[src/overworldPkg.sv]
`default_nettype none

package overworldPkg;

	typedef enum logic [1:0] {
		modeTitle,
		modeOverworld,
		modeGym
	} gameModeT;

	// Same codes as the direction input
	typedef enum logic [1:0] {
		faceUp,
		faceRight,
		faceDown,
		faceLeft
	} facingT;

	// Upper two bits hold the facing, lower two the pose
	typedef enum logic [3:0] {
		upRest1, upStride1, upRest2, upStride2,
		rightRest1, rightStride1, rightRest2, rightStride2,
		downRest1, downStride1, downRest2, downStride2,
		leftRest1, leftStride1, leftRest2, leftStride2
	} walkStateT;

	typedef enum logic [1:0] {
		layerBlack,
		layerSprite,
		layerMap,
		layerTitle
	} layerT;

	localparam int coordW = 11;
	localparam int camW = 13;
	localparam int spriteAddrW = 13;
	localparam int mapAddrW = 19;

	// Sprite box on screen and sheet layout
	localparam int spriteX0 = 311;
	localparam int spriteY0 = 340;
	localparam int spriteW = 19;
	localparam int spriteH = 29;
	localparam int sheetW = 228;

	localparam int mapScale = 4;
	localparam int mapCols = 320;
	localparam int mapRows = 240;

	localparam int titleTop = 80;
	localparam int titleBottom = 370;
	localparam int titleRowScale = 3;
	localparam int titleCols = 200;
	localparam int titleColNum = 10;
	localparam int titleColDen = 32;

	localparam logic [7:0] startKey = 8'h2c;
	localparam int stepPeriod = 8;
	localparam int stepCountW = $clog2(stepPeriod);

	localparam int camUpMin = -340;
	localparam int camDownMax = 594;
	localparam int camRightMax = 951;
	localparam int camLeftMin = -311;

	// Character position limits for door and gym exit
	localparam int doorXMin = 411;
	localparam int doorXMax = 440;
	localparam int doorY = 420;
	localparam int exitY = 350;

	localparam int owSpawnX = 100;
	localparam int owSpawnY = 100;
	localparam int gymSpawnX = 0;
	localparam int gymSpawnY = 0;

	// Sheet column of each walk state, indexed by walkStateT
	localparam logic [7:0] frameOffset [16] = '{
		8'd133, 8'd114, 8'd133, 8'd152,
		8'd190, 8'd171, 8'd190, 8'd209,
		8'd19, 8'd0, 8'd19, 8'd38,
		8'd76, 8'd57, 8'd76, 8'd95
	};

endpackage

`default_nettype wire

[src/pixelTapIf.sv]
`timescale 1ns/10ps
`default_nettype none

interface pixelTapIf;
	import overworldPkg::*;

	logic visible;
	logic spriteHit;
	logic mapInside;
	logic titleBand;
	gameModeT mode;

	modport source (
		output visible,
		output spriteHit,
		output mapInside,
		output titleBand,
		output mode
	);

	modport sink (
		input visible,
		input spriteHit,
		input mapInside,
		input titleBand,
		input mode
	);

endinterface

`default_nettype wire

[src/gameModeFsm.sv]
`timescale 1ns/10ps
`default_nettype none

module gameModeFsm (
	input logic Clk,
	input logic rstN,
	input logic frameStart,
	input logic [7:0] keycode,
	input logic signed [overworldPkg::camW-1:0] camX,
	input logic signed [overworldPkg::camW-1:0] camY,
	output overworldPkg::gameModeT mode,
	output logic warp,
	output logic warpToGym
);
	import overworldPkg::*;

	logic signed [camW:0] charX;
	logic signed [camW:0] charY;
	logic atDoor;
	logic atExit;
	gameModeT nextMode;

	// Character sits at a fixed screen spot
	assign charX = camX + (camW + 1)'(spriteX0);
	assign charY = camY + (camW + 1)'(spriteY0);

	assign atDoor = (charX > doorXMin) && (charX < doorXMax) && (charY == doorY);
	assign atExit = (charY == exitY);

	always_comb begin
		nextMode = mode;
		warp = 1'b0;
		warpToGym = 1'b0;
		if (frameStart) begin
			case (mode)
				modeTitle: begin
					if (keycode == startKey) begin
						nextMode = modeOverworld;
						warp = 1'b1;
					end
				end
				modeOverworld: begin
					if (atDoor) begin
						nextMode = modeGym;
						warp = 1'b1;
						warpToGym = 1'b1;
					end
				end
				modeGym: begin
					if (atExit) begin
						nextMode = modeOverworld;
						warp = 1'b1;
					end
				end
				default: nextMode = modeTitle;
			endcase
		end
	end

	always_ff @(posedge Clk) begin
		if (!rstN) begin
			mode <= modeTitle;
		end else begin
			mode <= nextMode;
		end
	end

endmodule

`default_nettype wire

[src/walkAnimator.sv]
`timescale 1ns/10ps
`default_nettype none

module walkAnimator (
	input logic Clk,
	input logic rstN,
	input logic frameStart,
	input logic moving,
	input logic warp,
	input overworldPkg::facingT direction,
	input overworldPkg::gameModeT mode,
	output overworldPkg::walkStateT walkState,
	output logic stepReq
);
	import overworldPkg::*;

	facingT facing;
	logic [1:0] pose;
	logic [1:0] nextPose;
	logic [stepCountW-1:0] stepCount;
	logic inPlay;

	assign facing = facingT'(walkState[3:2]);
	assign pose = walkState[1:0];
	// rest1, stride1, rest2, stride2, then wrap
	assign nextPose = pose + 2'd1;

	assign inPlay = (mode == modeOverworld) || (mode == modeGym);
	assign stepReq = inPlay && moving && (direction == facing);

	always_ff @(posedge Clk) begin
		if (!rstN) begin
			walkState <= downRest1;
			stepCount <= '0;
		end else if (frameStart) begin
			if (warp) begin
				walkState <= downRest1;
				stepCount <= '0;
			end else if (inPlay) begin
				if (!moving) begin
					walkState <= walkStateT'({facing, 2'd0});
				end else if (direction != facing) begin
					// Turning only, no step taken
					walkState <= walkStateT'({direction, 2'd0});
				end else begin
					if (stepCount == '0) begin
						walkState <= walkStateT'({facing, nextPose});
					end
					if (stepCount == stepCountW'(stepPeriod - 1)) begin
						stepCount <= '0;
					end else begin
						stepCount <= stepCount + 1'b1;
					end
				end
			end
		end
	end

endmodule

`default_nettype wire

[src/cameraTracker.sv]
`timescale 1ns/10ps
`default_nettype none

module cameraTracker (
	input logic Clk,
	input logic rstN,
	input logic frameStart,
	input logic stepReq,
	input logic warp,
	input logic warpToGym,
	input overworldPkg::facingT direction,
	input logic [3:0] collisionBits,
	output logic signed [overworldPkg::camW-1:0] camX,
	output logic signed [overworldPkg::camW-1:0] camY,
	output logic [overworldPkg::mapAddrW-1:0] collisionAddr
);
	import overworldPkg::*;

	logic canMove;
	logic signed [camW:0] charX;
	logic signed [camW:0] charY;

	// Bit 3 up, bit 0 right, bit 1 down, bit 2 left
	always_comb begin
		case (direction)
			faceUp: canMove = (camY > camUpMin) && !collisionBits[3];
			faceRight: canMove = (camX <= camRightMax) && !collisionBits[0];
			faceDown: canMove = (camY <= camDownMax) && !collisionBits[1];
			default: canMove = (camX > camLeftMin) && !collisionBits[2];
		endcase
	end

	always_ff @(posedge Clk) begin
		if (!rstN) begin
			camX <= '0;
			camY <= '0;
		end else if (frameStart) begin
			if (warp) begin
				camX <= warpToGym ? camW'(gymSpawnX) : camW'(owSpawnX);
				camY <= warpToGym ? camW'(gymSpawnY) : camW'(owSpawnY);
			end else if (stepReq && canMove) begin
				case (direction)
					faceUp: camY <= camY - camW'(1);
					faceRight: camX <= camX + camW'(1);
					faceDown: camY <= camY + camW'(1);
					default: camX <= camX - camW'(1);
				endcase
			end
		end
	end

	assign charX = camX + (camW + 1)'(spriteX0);
	assign charY = camY + (camW + 1)'(spriteY0);

	// Bounds keep the character position non-negative
	assign collisionAddr = mapAddrW'((charY / mapScale) * mapCols + charX / mapScale);

endmodule

`default_nettype wire

[src/pixelFetch.sv]
`timescale 1ns/10ps
`default_nettype none

module pixelFetch (
	input logic Clk,
	input logic rstN,
	input logic [overworldPkg::coordW-1:0] drawX,
	input logic [overworldPkg::coordW-1:0] drawY,
	input logic displayEnable,
	input logic signed [overworldPkg::camW-1:0] camX,
	input logic signed [overworldPkg::camW-1:0] camY,
	input overworldPkg::walkStateT walkState,
	input overworldPkg::gameModeT mode,
	output logic [overworldPkg::spriteAddrW-1:0] spriteAddr,
	output logic [overworldPkg::mapAddrW-1:0] mapAddr,
	output logic [overworldPkg::mapAddrW-1:0] titleAddr,
	pixelTapIf.source tap
);
	import overworldPkg::*;

	logic inSprite;
	logic [coordW-1:0] spriteRow;
	logic [coordW-1:0] spriteCol;
	logic signed [camW:0] worldX;
	logic signed [camW:0] worldY;
	logic worldNeg;
	logic inMap;
	logic [coordW-1:0] titleRow;
	logic inBand;

	assign inSprite = (drawX >= spriteX0) && (drawX < spriteX0 + spriteW) &&
		(drawY >= spriteY0) && (drawY < spriteY0 + spriteH);
	assign spriteRow = drawY - coordW'(spriteY0);
	assign spriteCol = drawX - coordW'(spriteX0);

	assign spriteAddr = inSprite ?
		spriteAddrW'(sheetW * spriteRow + spriteCol + frameOffset[walkState]) : '0;

	// Screen to world through the camera
	assign worldX = $signed({2'b00, drawX}) + camX;
	assign worldY = $signed({2'b00, drawY}) + camY;
	assign worldNeg = (worldX < 0) || (worldY < 0);

	assign mapAddr = worldNeg ? '0 :
		mapAddrW'((worldY / mapScale) * mapCols + worldX / mapScale);
	assign inMap = !worldNeg && (worldX / mapScale < mapCols) && (worldY / mapScale < mapRows);

	// Rows tripled, columns scaled by 10/32
	assign titleRow = drawY - coordW'(titleTop);
	assign titleAddr = mapAddrW'((titleRow / titleRowScale) * titleCols +
		(drawX * titleColNum) / titleColDen);
	assign inBand = (drawY >= titleTop) && (drawY <= titleBottom);

	// Lines up with the memory read data
	always_ff @(posedge Clk) begin
		if (!rstN) begin
			tap.visible <= 1'b0;
			tap.spriteHit <= 1'b0;
			tap.mapInside <= 1'b0;
			tap.titleBand <= 1'b0;
			tap.mode <= modeTitle;
		end else begin
			tap.visible <= displayEnable;
			tap.spriteHit <= inSprite;
			tap.mapInside <= inMap;
			tap.titleBand <= inBand;
			tap.mode <= mode;
		end
	end

endmodule

`default_nettype wire

[src/pixelCompose.sv]
`timescale 1ns/10ps
`default_nettype none

module pixelCompose (
	input logic Clk,
	input logic rstN,
	pixelTapIf.sink tap,
	input logic [3:0] spriteIndex,
	input logic [7:0] mapIndex,
	input logic [4:0] titleIndex,
	output overworldPkg::layerT pixelLayer,
	output logic [7:0] colorIndex
);
	import overworldPkg::*;

	layerT nextLayer;
	logic [7:0] nextIndex;

	always_comb begin
		nextLayer = layerBlack;
		case (tap.mode)
			modeOverworld, modeGym: begin
				if (tap.visible && tap.mapInside) begin
					// Index 0 is the transparent sprite colour
					if (tap.spriteHit && spriteIndex != 4'd0) begin
						nextLayer = layerSprite;
					end else if (tap.mode == modeOverworld) begin
						nextLayer = layerMap;
					end
				end
			end
			modeTitle: begin
				if (tap.visible && tap.titleBand) begin
					nextLayer = layerTitle;
				end
			end
			default: nextLayer = layerBlack;
		endcase

		case (nextLayer)
			layerSprite: nextIndex = {4'd0, spriteIndex};
			layerMap: nextIndex = mapIndex;
			layerTitle: nextIndex = {3'd0, titleIndex};
			default: nextIndex = 8'd0;
		endcase
	end

	always_ff @(posedge Clk) begin
		if (!rstN) begin
			pixelLayer <= layerBlack;
			colorIndex <= 8'd0;
		end else begin
			pixelLayer <= nextLayer;
			colorIndex <= nextIndex;
		end
	end

endmodule

`default_nettype wire

[src/overworldRenderer.sv]
`timescale 1ns/10ps
`default_nettype none

module overworldRenderer (
	input logic Clk,
	input logic rstN,
	input logic frameStart,
	input logic [7:0] keycode,
	input logic moving,
	input logic [1:0] direction,
	input logic [overworldPkg::coordW-1:0] drawX,
	input logic [overworldPkg::coordW-1:0] drawY,
	input logic displayEnable,
	input logic [3:0] collisionBits,
	input logic [3:0] spriteIndex,
	input logic [7:0] mapIndex,
	input logic [4:0] titleIndex,
	output logic [overworldPkg::spriteAddrW-1:0] spriteAddr,
	output logic [overworldPkg::mapAddrW-1:0] mapAddr,
	output logic [overworldPkg::mapAddrW-1:0] titleAddr,
	output logic [overworldPkg::mapAddrW-1:0] collisionAddr,
	output overworldPkg::layerT pixelLayer,
	output logic [7:0] colorIndex
);
	import overworldPkg::*;

	facingT dirFacing;
	gameModeT mode;
	logic warp;
	logic warpToGym;
	logic signed [camW-1:0] camX;
	logic signed [camW-1:0] camY;
	walkStateT walkState;
	logic stepReq;

	pixelTapIf tap ();

	assign dirFacing = facingT'(direction);

	gameModeFsm i_gameModeFsm (
		.Clk(Clk),
		.rstN(rstN),
		.frameStart(frameStart),
		.keycode(keycode),
		.camX(camX),
		.camY(camY),
		.mode(mode),
		.warp(warp),
		.warpToGym(warpToGym)
	);

	walkAnimator i_walkAnimator (
		.Clk(Clk),
		.rstN(rstN),
		.frameStart(frameStart),
		.moving(moving),
		.warp(warp),
		.direction(dirFacing),
		.mode(mode),
		.walkState(walkState),
		.stepReq(stepReq)
	);

	cameraTracker i_cameraTracker (
		.Clk(Clk),
		.rstN(rstN),
		.frameStart(frameStart),
		.stepReq(stepReq),
		.warp(warp),
		.warpToGym(warpToGym),
		.direction(dirFacing),
		.collisionBits(collisionBits),
		.camX(camX),
		.camY(camY),
		.collisionAddr(collisionAddr)
	);

	pixelFetch i_pixelFetch (
		.Clk(Clk),
		.rstN(rstN),
		.drawX(drawX),
		.drawY(drawY),
		.displayEnable(displayEnable),
		.camX(camX),
		.camY(camY),
		.walkState(walkState),
		.mode(mode),
		.spriteAddr(spriteAddr),
		.mapAddr(mapAddr),
		.titleAddr(titleAddr),
		.tap(tap.source)
	);

	pixelCompose i_pixelCompose (
		.Clk(Clk),
		.rstN(rstN),
		.tap(tap.sink),
		.spriteIndex(spriteIndex),
		.mapIndex(mapIndex),
		.titleIndex(titleIndex),
		.pixelLayer(pixelLayer),
		.colorIndex(colorIndex)
	);

endmodule

`default_nettype wire

[config.mk]
export PLATFORM = sky130hd
export DESIGN_NAME = overworldRenderer
export DESIGN_NICKNAME = d
export VERILOG_FILES = /design/src/overworldPkg.sv /design/src/pixelTapIf.sv /design/src/gameModeFsm.sv /design/src/walkAnimator.sv /design/src/cameraTracker.sv /design/src/pixelFetch.sv /design/src/pixelCompose.sv /design/src/overworldRenderer.sv
export SDC_FILE = /design/constraint.sdc
export NUM_CORES = 1
export LEC_CHECK = 0
export ABC_CLOCK_PERIOD_IN_PS = 65400
export BUFFER_PORTS_ARGS = -buffer_cell sky130_fd_sc_hd__buf_2
export CAP_MARGIN = 5
export CORE_MARGIN = 2
export CORE_UTILIZATION = 67
export DETAILED_ROUTE_END_ITERATION = 8
export PLACE_DENSITY = 0.91
export SLEW_MARGIN = 20
export SYNTH_ARGS = -nofsm -noshare
export SYNTH_HDL_FRONTEND = slang
export SYNTH_SLANG_ARGS = --single-unit
[constraint.sdc]
create_clock -name Clk -period 65.4 [get_ports Clk]
set_clock_uncertainty 0.05 [all_clocks]
set_input_delay 19.62 -clock Clk [delete_from_list [all_inputs] [get_ports Clk]]
set_output_delay 19.62 -clock Clk [all_outputs]
set_load 0.01 [all_outputs]
### Word-level counts from Yosys, hierarchy flattened

Memory sizes are Yosys's and may differ from the RTL's.
Index checks and enable logic that the tools add are counted.

| word-level totals | value |
|---|---|
| register bits | 51 |
| ROM bits | 128 |
| output and inout bits | 80 |
| memories | 1 |

Memory list:

| memory | words | bits a word | read ports | clocked after Yosys merged registers in | wr ports | line | RTL |
|---|---|---|---|---|---|---|---|
| (name not given) | 16 | 8 | 1 | 0 | 0 | pixelFetch.sv:37 | `spriteAddrW'(sheetW * spriteRow + spriteCol + frameOffset[walkState]) : '0;` |

| cells by class | value |
|---|---|
| add/subtract/negate cells | 22 |
| $mul | 5 |
| div/mod/pow operators | 1 |
| magnitude comparators | 17 |
| equal/unequal tests | 21 |
| multiplexer cells | 39 |
| bitwise logic cells | 5 |
| reduce and logical (&&, ||, !) cells | 47 |

Operator list:

| operator | number |
|---|---|
| $add 32x1->32 | 3 |
| $mux 13 | 5 |
| $mul 32x4->13 const B | 2 |
| $pmux 13 s2 | 2 |
| $add 19x19->19 | 2 |
| $div 11x2->32 const B | 1 |
| $lt 32x10->1 const B | 1 |
| $lt 32x9->1 const B | 1 |
| $mul 32x5->16 const B | 1 |
| $add 12x13->14 | 2 |
| $add 13x10->14 const B | 2 |
| $eq 14x10->1 const B | 2 |
| $lt 14x1->1 const B | 2 |
| $add 13x2->13 const B | 2 |
| $gt 13x10->1 const B | 2 |
| $le 13x11->1 const B | 2 |
| $sub 13x2->13 const B | 2 |
| $pmux 8 s3 | 1 |
| $ge 11x9->1 const B | 2 |
| $lt 11x9->1 const B | 2 |
| $sub 11x9->11 const B | 2 |
| $add 19x1->19 | 1 |
| $add 19x10->19 | 1 |
| $mux 19 | 1 |
| other kinds (42) | 113 |

### Logic depth before layout (Yosys ltp)

Gate-level depths: netlist (run 1).

| depth | value |
|---|---|
| depth in word-level cells | 9 |
| depth in mapped cells | 43 |
| gate-level depth less buffers | 40 |

### By module

A second synthesis (run 1) with hierarchy kept.

| unflattened totals | value |
|---|---|
| cells, all modules | 1,809 |
| area, all modules | 14,041.0 um^2 |

By module, submodules not included:

| module | instances | cells an instance | area each (um^2) | seq. area each (um^2) |
|---|---|---|---|---|
| pixelFetch | 1 | 1,107 | 8,583.2 | 120.1 |
| cameraTracker | 1 | 540 | 4,060.1 | 520.5 |
| pixelCompose | 1 | 55 | 521.8 | 200.2 |
| walkAnimator | 1 | 48 | 460.4 | 140.1 |
| gameModeFsm | 1 | 59 | 415.4 | 40.0 |

### Worst setup path after synthesis (run 1)

Ideal clock, no wire load.

| timing path | value |
|---|---|
| kind | in2out |
| from | input port drawY[3] (netlist bit) |
| to | output port titleAddr[18] (netlist bit) |
| data arrival time | 27.913 ns |
| slack | 17.817 ns |
| stages | 41 |
| buffers on the path | 2 |
| cell sequence | clkbuf_1 -> clkinv_1 -> ha_1 -> nor2b_1 -> o21ai_1 -> a211oi_1 -> nor2_1 -> ha_1 -> a21oi_4 -> a211oi_4 -> or4_4 -> nand3_1 -> o211ai_1 -> and2_1 -> buf_2 -> o31ai_1 -> a221oi_1 -> a21o_1 -> [... 5 more ...] -> o2111ai_1 -> ha_1 -> ha_1 -> ha_1 -> inv_1 -> fa_1 -> inv_1 -> a21oi_1 -> o21bai_1 -> a21oi_1 -> o21ai_0 -> a21oi_1 -> o21bai_1 -> xor2_1 -> and3_1 -> a31oi_1 -> o21ai_0 -> nand2_1 |

| between the ends | value |
|---|---|
| cells in the longest elaborated chain, start to end | 4 |

Ends and longest elaborated chain:

| what | line | RTL |
|---|---|---|
| from (decl) | overworldRenderer.sv:12 | `input logic [overworldPkg::coordW-1:0] drawY,` |
| $sub 11x7->11 | pixelFetch.sv:49 | `assign titleRow = drawY - coordW'(titleTop);` |
| $div 11x2->32 | pixelFetch.sv:50 | `assign titleAddr = mapAddrW'((titleRow / titleRowScale) * titleCols +` |
| $mul 32x5->16 | pixelFetch.sv:50 |  |
| $add 19x10->19 | pixelFetch.sv:50 |  |
| to (decl) | overworldRenderer.sv:20 | `output logic [overworldPkg::mapAddrW-1:0] titleAddr,` |

No other way between the ends.

### Worst setup path in the final report (run 1)

Ends and elaborated chain as after synthesis.

==> reports/qor.csv, run 1 <==
metric,value,unit
status,completed,
final_nets,2073,
num_io_pins,138,
crit_type,input pin to output pin,
setup_violations,0,
row_count,49,
finalHoldViolCount,0,
swShare,51.0,%
power_frac_comb,84.3,%
cts_buffers,5,
worstPathRequired,45.73,ns
cp.arrival,29.44,ns
antenna_found_initial,0,
syn_inst,1639,
yosysUniqueCellTypes,85,
drc,0,
synthesis.nets,1969,
gp_congestion,0.939,
peakVddDrop,82.4,uV
place_hpwl,26600,um
p_int,184,uW
syn-cell-area,12500,um2
ctsHtreeMaxLevel,2,
min_period_over_period,75.1,%
maxCapViolCount,0,
power_density,28.1,nW/um2
areaGrowthSynthToFinish,7.67,%
tightest_slew,1.01,ns
grt_setup_unrepaired,false,
ys_ff_latch,51,
num_vias,12100,
layout-drive-gt1-share,10.5,%
slew_headroom,32.2,%
cp-start-kind,input pin,
fin_crit,49.11,ns
ctsRootBufferMaster,clkbuf_16,
clock_sinks,51,
grt_max_degree,27,
drtIter0Drc,788,
die_h,140,um
fillers,1378,
fin_setup_tns,0,ns
wirelength,32400,um
clkPwrFrac,7.4,%
ys.flop_type,dfxtp_1,
hold_class,flop to flop,
io_buffers,137,
max_stage_delay,0.64,ns
holdBufCountCts,0,
crit_path_frequent_cell,ha_1,
seqPwrFrac,8.3,%
layoutNonFillerInstCount,1973,
max_freq,0.0204,GHz
power_leakage,0.00675,uW
synth.avg_cell_area,7.60,um2
dieArea,19700,um2
placed_cells,1965,
finalMaxSlewViolations,0,
synth_seq_area_share,8.20,%
antenna_cells,0,
grt_util_all_layers,31.9,%
start_util,68.9,%
first_pass_iters,5,
drtAntennaViolNets,0,
clock_latency,0.30,ns
cts_resized,0,
vias_per_cell,6.13,
grt_overflow,0,
switching_power,192,uW
clkTransAtPathRegs,0.07,ns
cts.path.max_buffers,2,
grt_pass1_wl,53300,um
grt_pass1_vias,11600,
cp_max_fo,20,
synth_edf_count,0,
cts_tree,built,
core_area,18100,um2
post_cts_buffers,0,
die_width,140,um
end_kind,output pin,
routedWlPerCell,16.4,um
yosysWarnings,0,
cpMaxStageDelayCell,a211oi_1,
async_flop_share,0,%
## state kept, by name, indices dropped and copies added, names as in the netlist
register / cells
i_pixelFetch.tap.mode: 2
i_cameraTracker.camX: 13
i_pixelFetch.tap.mapInside: 1
i_pixelFetch.tap.titleBand: 1
i_pixelFetch.tap.visible: 1
i_walkAnimator.walkState: 4
i_pixelCompose.pixelLayer: 2
i_pixelFetch.tap.spriteHit: 1
i_walkAnimator.stepCount: 3
i_pixelCompose.colorIndex: 8
i_gameModeFsm.mode: 2
i_cameraTracker.camY: 13
## per-stage QoR
stage                     cell area, um2  hold WS [ns]  total power (uW)  util (%)  worst slack, ns
final                              13400         0.485               376      74.2            16.29
after global routing               13400         0.536               415      74.2            15.39
after CTS                          13400         0.486               375      74.2            16.41
after detailed placement           13300         0.473               346      73.3            16.42
after global placement             13300         0.455               331      73.3            16.79
after floorplan                    12500         0.435               264         -            17.82
## synth_stat cells (5+ instances only)
cell type  instances  area, um2
and3_1            15       93.8
o22ai_1            6       37.5
a211oi_1           7       52.6
o31ai_1            7       52.6
buf_2              5       25.0
ha_1             242       3030
o21a_1            11       82.6
or2_2              9       56.3
a21oi_1          152        761
a31oi_1           10       62.6
nand3_1           42        210
a21o_1            37        278
xnor2_1          150       1310
o31a_1             6       52.6
nand4_1           10       62.6
o211ai_1           7       52.6
nor4b_1            5       43.8
a211o_1            5       43.8
nand2_1           87        327
o21bai_1          40        300
inv_1            168        631
a21boi_0           8       60.1
nand2b_1          21        131
nor3_1            29        145
dfxtp_1           51       1020
fa_1              30        601
xor2_1            63        552
or3_1              8       50.1
clkbuf_1          32        120
nor2b_1           22        138
mux2i_1           13        130
a311oi_1           5       43.8
o21ai_0           76        380
nor2_1           161        604
and2_1             9       56.3
## area by class of cell
type                       instances  area, um2  area share (%)
multi-input combinational       1374      10600            79.0
sequential                        51       1020            7.61
timing repair buffer             140        708            5.28
inverter                         171        647            4.82
tap                              229        287            2.14
clock buffer                       5        125           0.933
clock inverter                     3       26.3           0.196
## final timing paths
kind | from | to | slack [ns] | cells after the start
max | drawY[3] | titleAddr[18] | 16.29 | 42
min | i_walkAnimator.stepCount[1] | i_walkAnimator.stepCount[1] | 0.49 | 2
max reg2reg | i_cameraTracker.camY[1] | i_pixelFetch.tap.mapInside | 59.03 | 25
min reg2reg | i_walkAnimator.stepCount[1] | i_walkAnimator.stepCount[1] | 0.49 | 2
## power groups by stage
stage,combinational [uW],sequential (uW),clock (uW)
3_5_place_dp,314,32.0,0
5_1_grt,354,31.2,29.3
4_1_cts,316,31.2,27.7
2_1_floorplan,232,31.9,0
3_3_place_gp,300,32.0,0
6_report,317,31.2,27.9
## cell usage in the layout (no fill, tap or decap), types with 7 or more instances in the layout
master / count
buf_2: 137
fa_1: 30
ha_1: 242
nand2_1: 87
nand4_1: 10
or3_1: 8
dfxtp_1: 51
a21o_1: 37
a21boi_0: 8
a211oi_1: 7
or2_2: 9
nand3_1: 42
a21oi_1: 152
a31oi_1: 10
and3_1: 15
nor2b_1: 22
mux2i_1: 13
o211ai_1: 7
o21ai_0: 75
xor2_1: 63
nor3_1: 29
nor2_1: 161
xnor2_1: 150
and2_1: 9
nand2b_1: 21
inv_1: 168
o21bai_1: 40
o31ai_1: 7
o21a_1: 11
## layer usage
layer  GRT usage (%)  up-vias  share of wire [%]
met4            9.62        0                2.6
met3            4.55       74                7.3
li1                -     5934                  -
met2            54.9      436                 47
met1            41.5     5647                 43
met5               0        -                  0
## cell families (layout without fill, tap and decap cells)
group | Yosys count | in the layout | synth area share, %
flops | 51 | 51 | 8.20
simple gates | 448 | 448 | 17.5
mux | 14 | 14 | 1.13
xor+xnor | 213 | 213 | 15.0
compound gates | 426 | 426 | 22.3
buf+inv | 214 | 319 | 6.72
fa+ha+maj | 273 | 273 | 29.2
## critical path: cells and delay by family
family                     cells  cell delay [ns]
xor gates and xnor gates       1             0.29
buffers and inverters          5             1.04
adders and majority gates      7             2.17
and+or+nand+nor                7             1.40
AOI/OAI and AO/OA             22             4.88
Power figures use the tool's default switching activity.
==> run 2, diff against run 1 <==
- ABC_AREA: default -> 1
- ABC_CLOCK_PERIOD_IN_PS: 65400 -> 39500
- CORE_UTILIZATION: 67 -> 56
- PLACE_DENSITY: 0.91 -> 0.81
- clock period: 65.4 -> 39.5 ns (I/O delays scaled with it)
==> run 2 against run 1 <==
Against the previous run:
- utilization decreased by 12 points
- area after synthesis increased by 0.13%
- register-to-register slack got worse by 26 ns
- power increased by 81%
- global-route usage decreased by 6.3 points
- count of clock-buffer cells in the layout unchanged
- first-iteration DRC count increased by 10%
- critical path depth increased by 23
- sequential power increased by 66%
- routed wire length decreased by 4.4%
- synthesized cell count increased by 12%
- worst hold slack got worse by 0.065 ns
- largest cell class unchanged
- largest power group unchanged
==> reports/qor.csv, run 2 <==
metric,value,unit,change
status,completed,,
final_common_cell,inv_1,,
setup_ws,5.89,ns,-10.40 ns
cp-endpoint,titleAddr[17],,
synthAdderAreaFrac,29.1,%,-0.12 points
grt_util_all_layers,25.7,%,-6.3 points
wirelength,31000,um,-4.4%
synth_edf_count,0,,unchanged
slew_headroom,38.5,%,+6.2 points
syn_inst,1840,,+12%
path_depth,65,,+55%
vias_per_cell,5.44,,-11%
max_stage_delay,0.73,ns,+0.09 ns
synth.avg_cell_area,6.78,um2,-11%
synth-simple-area-share,25.7,%,+8.3 points
gp_congestion,0.954,,+1.6%
netlist_top_cells_count,"inv_1, nand2_1, ha_1",,
dpl_cell_area,13400,um2,+1.3%
finalHoldViolCount,0,,unchanged
hold_class,flop to flop,,
end_kind,output pin,,
tightest_slew,0.919,ns,-0.0947 ns
die_h,153,um,+9.2%
peakVddDrop,159,uV,+93%
synth_seq_area_share,8.19,%,-0.011 points
grt_pass1_wl,51800,um,-2.8%
largest_registers,"i_cameraTracker.camX x13, i_cameraTracker.camY x13, i_pixelCompose.colorIndex x8",,
cp.arrival,21.71,ns,-7.73 ns
ys.flop_type,dfxtp_1,,
drtAntennaViolNets,0,,unchanged
crit_type,input pin to output pin,,
drc,0,,unchanged
synth_top_family_by_area,adder cells,,
p_total,680,uW,+81%
min_period_over_period,85.1,%,
layout-drive-gt1-share,11.3,%,+0.79 points
max_freq,0.0298,GHz,
cts_tree,built,,
synthesis.nets,2170,,+10%
final_cell_mix,"inv_1, nand2_1, ha_1",,
start_util,57.2,%,-12 points
yosys.area.top_type_share,24.3,%,-0.032 points
place_ws,6.01,ns,-10.40 ns
synth_top_cell_by_area,ha_1,,
clkTransAtPathRegs,0.07,ns,about the same
setup_violations,0,,unchanged
post_cts_buffers,0,,unchanged
critPathBufInv,9,,+4
io_buffers,137,,unchanged
ctsHtreeMaxLevel,2,,unchanged
grt_overflow,0,,unchanged
place_hpwl,25900,um,-2.6%
final_nets,2296,,+11%
antenna_found_initial,2,,+2
critPathTopFamily,simple AND/OR/NAND/NOR gates,,
cts.path.max_buffers,2,,unchanged
async_flop_share,0,%,unchanged
cp_max_fo,27,,+35%
grt_pass1_vias,11500,,-0.24%
drtIter0Drc,869,,+10%
fin_setup_tns,0,ns,unchanged
syn-cell-area,12500,um2,+0.13%
maxCapViolCount,0,,unchanged
die_width,153,um,+9.2%
yosysWarnings,0,,unchanged
reg2reg_slack,33.20,ns,-25.83 ns
num_io_pins,138,,unchanged
cp-start-kind,input pin,,
cpMaxStageDelayCell,o21ai_4,,
ctsRootBufferMaster,clkbuf_16,,
core_area,21800,um2,+21%
r2r-start,i_cameraTracker.camX[2],,
ys_ff_latch,51,,unchanged
synth.area.mux_share,0,%,-1.1 points
dieArea,23500,um2,+19%
holdBufCountCts,0,,unchanged
fin_crit,33.61,ns,
clock_latency,0.30,ns,about the same
worstPathRequired,27.60,ns,-18.13 ns
row_count,54,,+10%
routedWlPerCell,13.8,um,-16%
cts_resized,0,,unchanged
synthXorXnorAreaFrac,11.4,%,-3.6 points
first_pass_iters,5,,unchanged
finalMaxSlewViolations,0,,unchanged
clock_sinks,51,,unchanged
crit_path_frequent_cell,nand2_1,,
power_density,50.0,nW/um2,+78%
synth_area_leaders,"ha_1, inv_1, nand2_1",,
r2r.worst_path.cells,35,,+40%
grt_setup_unrepaired,false,,
power_leakage,0.00741,uW,+9.7%
yosysMostFrequentCell,inv_1,,
synth_compound_area_share,14.9,%,-7.5 points
yosysUniqueCellTypes,60,,-29%
areaGrowthSynthToFinish,8.96,%,
grt_max_degree,28,,+3.7%
num_vias,12200,,+1.2%
cts_buffers,5,,unchanged
worstReg2RegEnd,i_pixelFetch.tap.mapInside,,
startpoint,drawY[4],,
final_area,13600,um2,+1.3%
==> run 2: where the power goes <==
group / internal, uW / switching (uW) / total (uW)
sequential: 51.6 / 0.139 / 51.8
combinational: 235 / 348 / 583
clock: 23.8 / 21.3 / 45.1
total: 310 / 370 / 680
==> run 2: per-stage QoR <==
step	util, %	hold WS, ns	cells
global route	62.3	0.480	2249
floorplan	-	0.391	1840
CTS	62.3	0.419	2247
global placement	61.6	0.407	2239
finish	62.3	0.421	2249
detailed placement	61.6	0.410	2239
==> run 2: layout make-up <==
cell class                      count  area [um2]
Antenna cell                        2        5.00
Clock buffer                        5         125
Clock inverter                      3        25.0
Fill cell                        2012        8230
Inverter                          335        1260
Multi-Input combinational cell   1435       10100
Sequential cell                    51        1020
Tap cell                          280         350
Timing Repair Buffer              138         693
==> run 2: routing by layer <==
metal | GRT usage [%] | up-vias | wire, um
li1 | - | 6298 | -
met1 | 34.5 | 5543 | 14200
met2 | 43.2 | 341 | 14000
met3 | 3.15 | 52 | 1940
met4 | 7.41 | 0 | 837
met5 | 0 | - | 0
==> run 2: cell families (layout without fill, tap and decap cells) <==
family,after synthesis,after routing
DFF,51,51
AOI/OAI and AO/OA,311,311
buffers and inverters,354,481
adders and majority gates,272,272
other,0,2
and+or+nand+nor,690,690
xor gates and xnor gates,162,162
==> run 2: worst min path at each step <==
stage | start | to | depth (start not counted)
5_1_grt | i_gameModeFsm.mode[0] | i_pixelFetch.tap.mode[0] | 2
3_5_place_dp | i_gameModeFsm.mode[0] | i_pixelFetch.tap.mode[0] | 2
3_3_place_gp | i_gameModeFsm.mode[0] | i_pixelFetch.tap.mode[0] | 2
4_1_cts | i_gameModeFsm.mode[0] | i_pixelFetch.tap.mode[0] | 2
2_1_floorplan | i_gameModeFsm.mode[0] | i_pixelFetch.tap.mode[0] | 2
6_report | i_gameModeFsm.mode[0] | i_pixelFetch.tap.mode[0] | 2
==> run 2: worst reg2reg max path: cells and delay by family, from the launching register on <==
kind | cells | cell delay, ns
and+or+nand+nor | 22 | 2.98
buffers and inverters | 3 | 0.30
DFF | 1 | 0.44
adders and majority gates | 4 | 1.02
AOI/OAI and AO/OA | 6 | 1.36
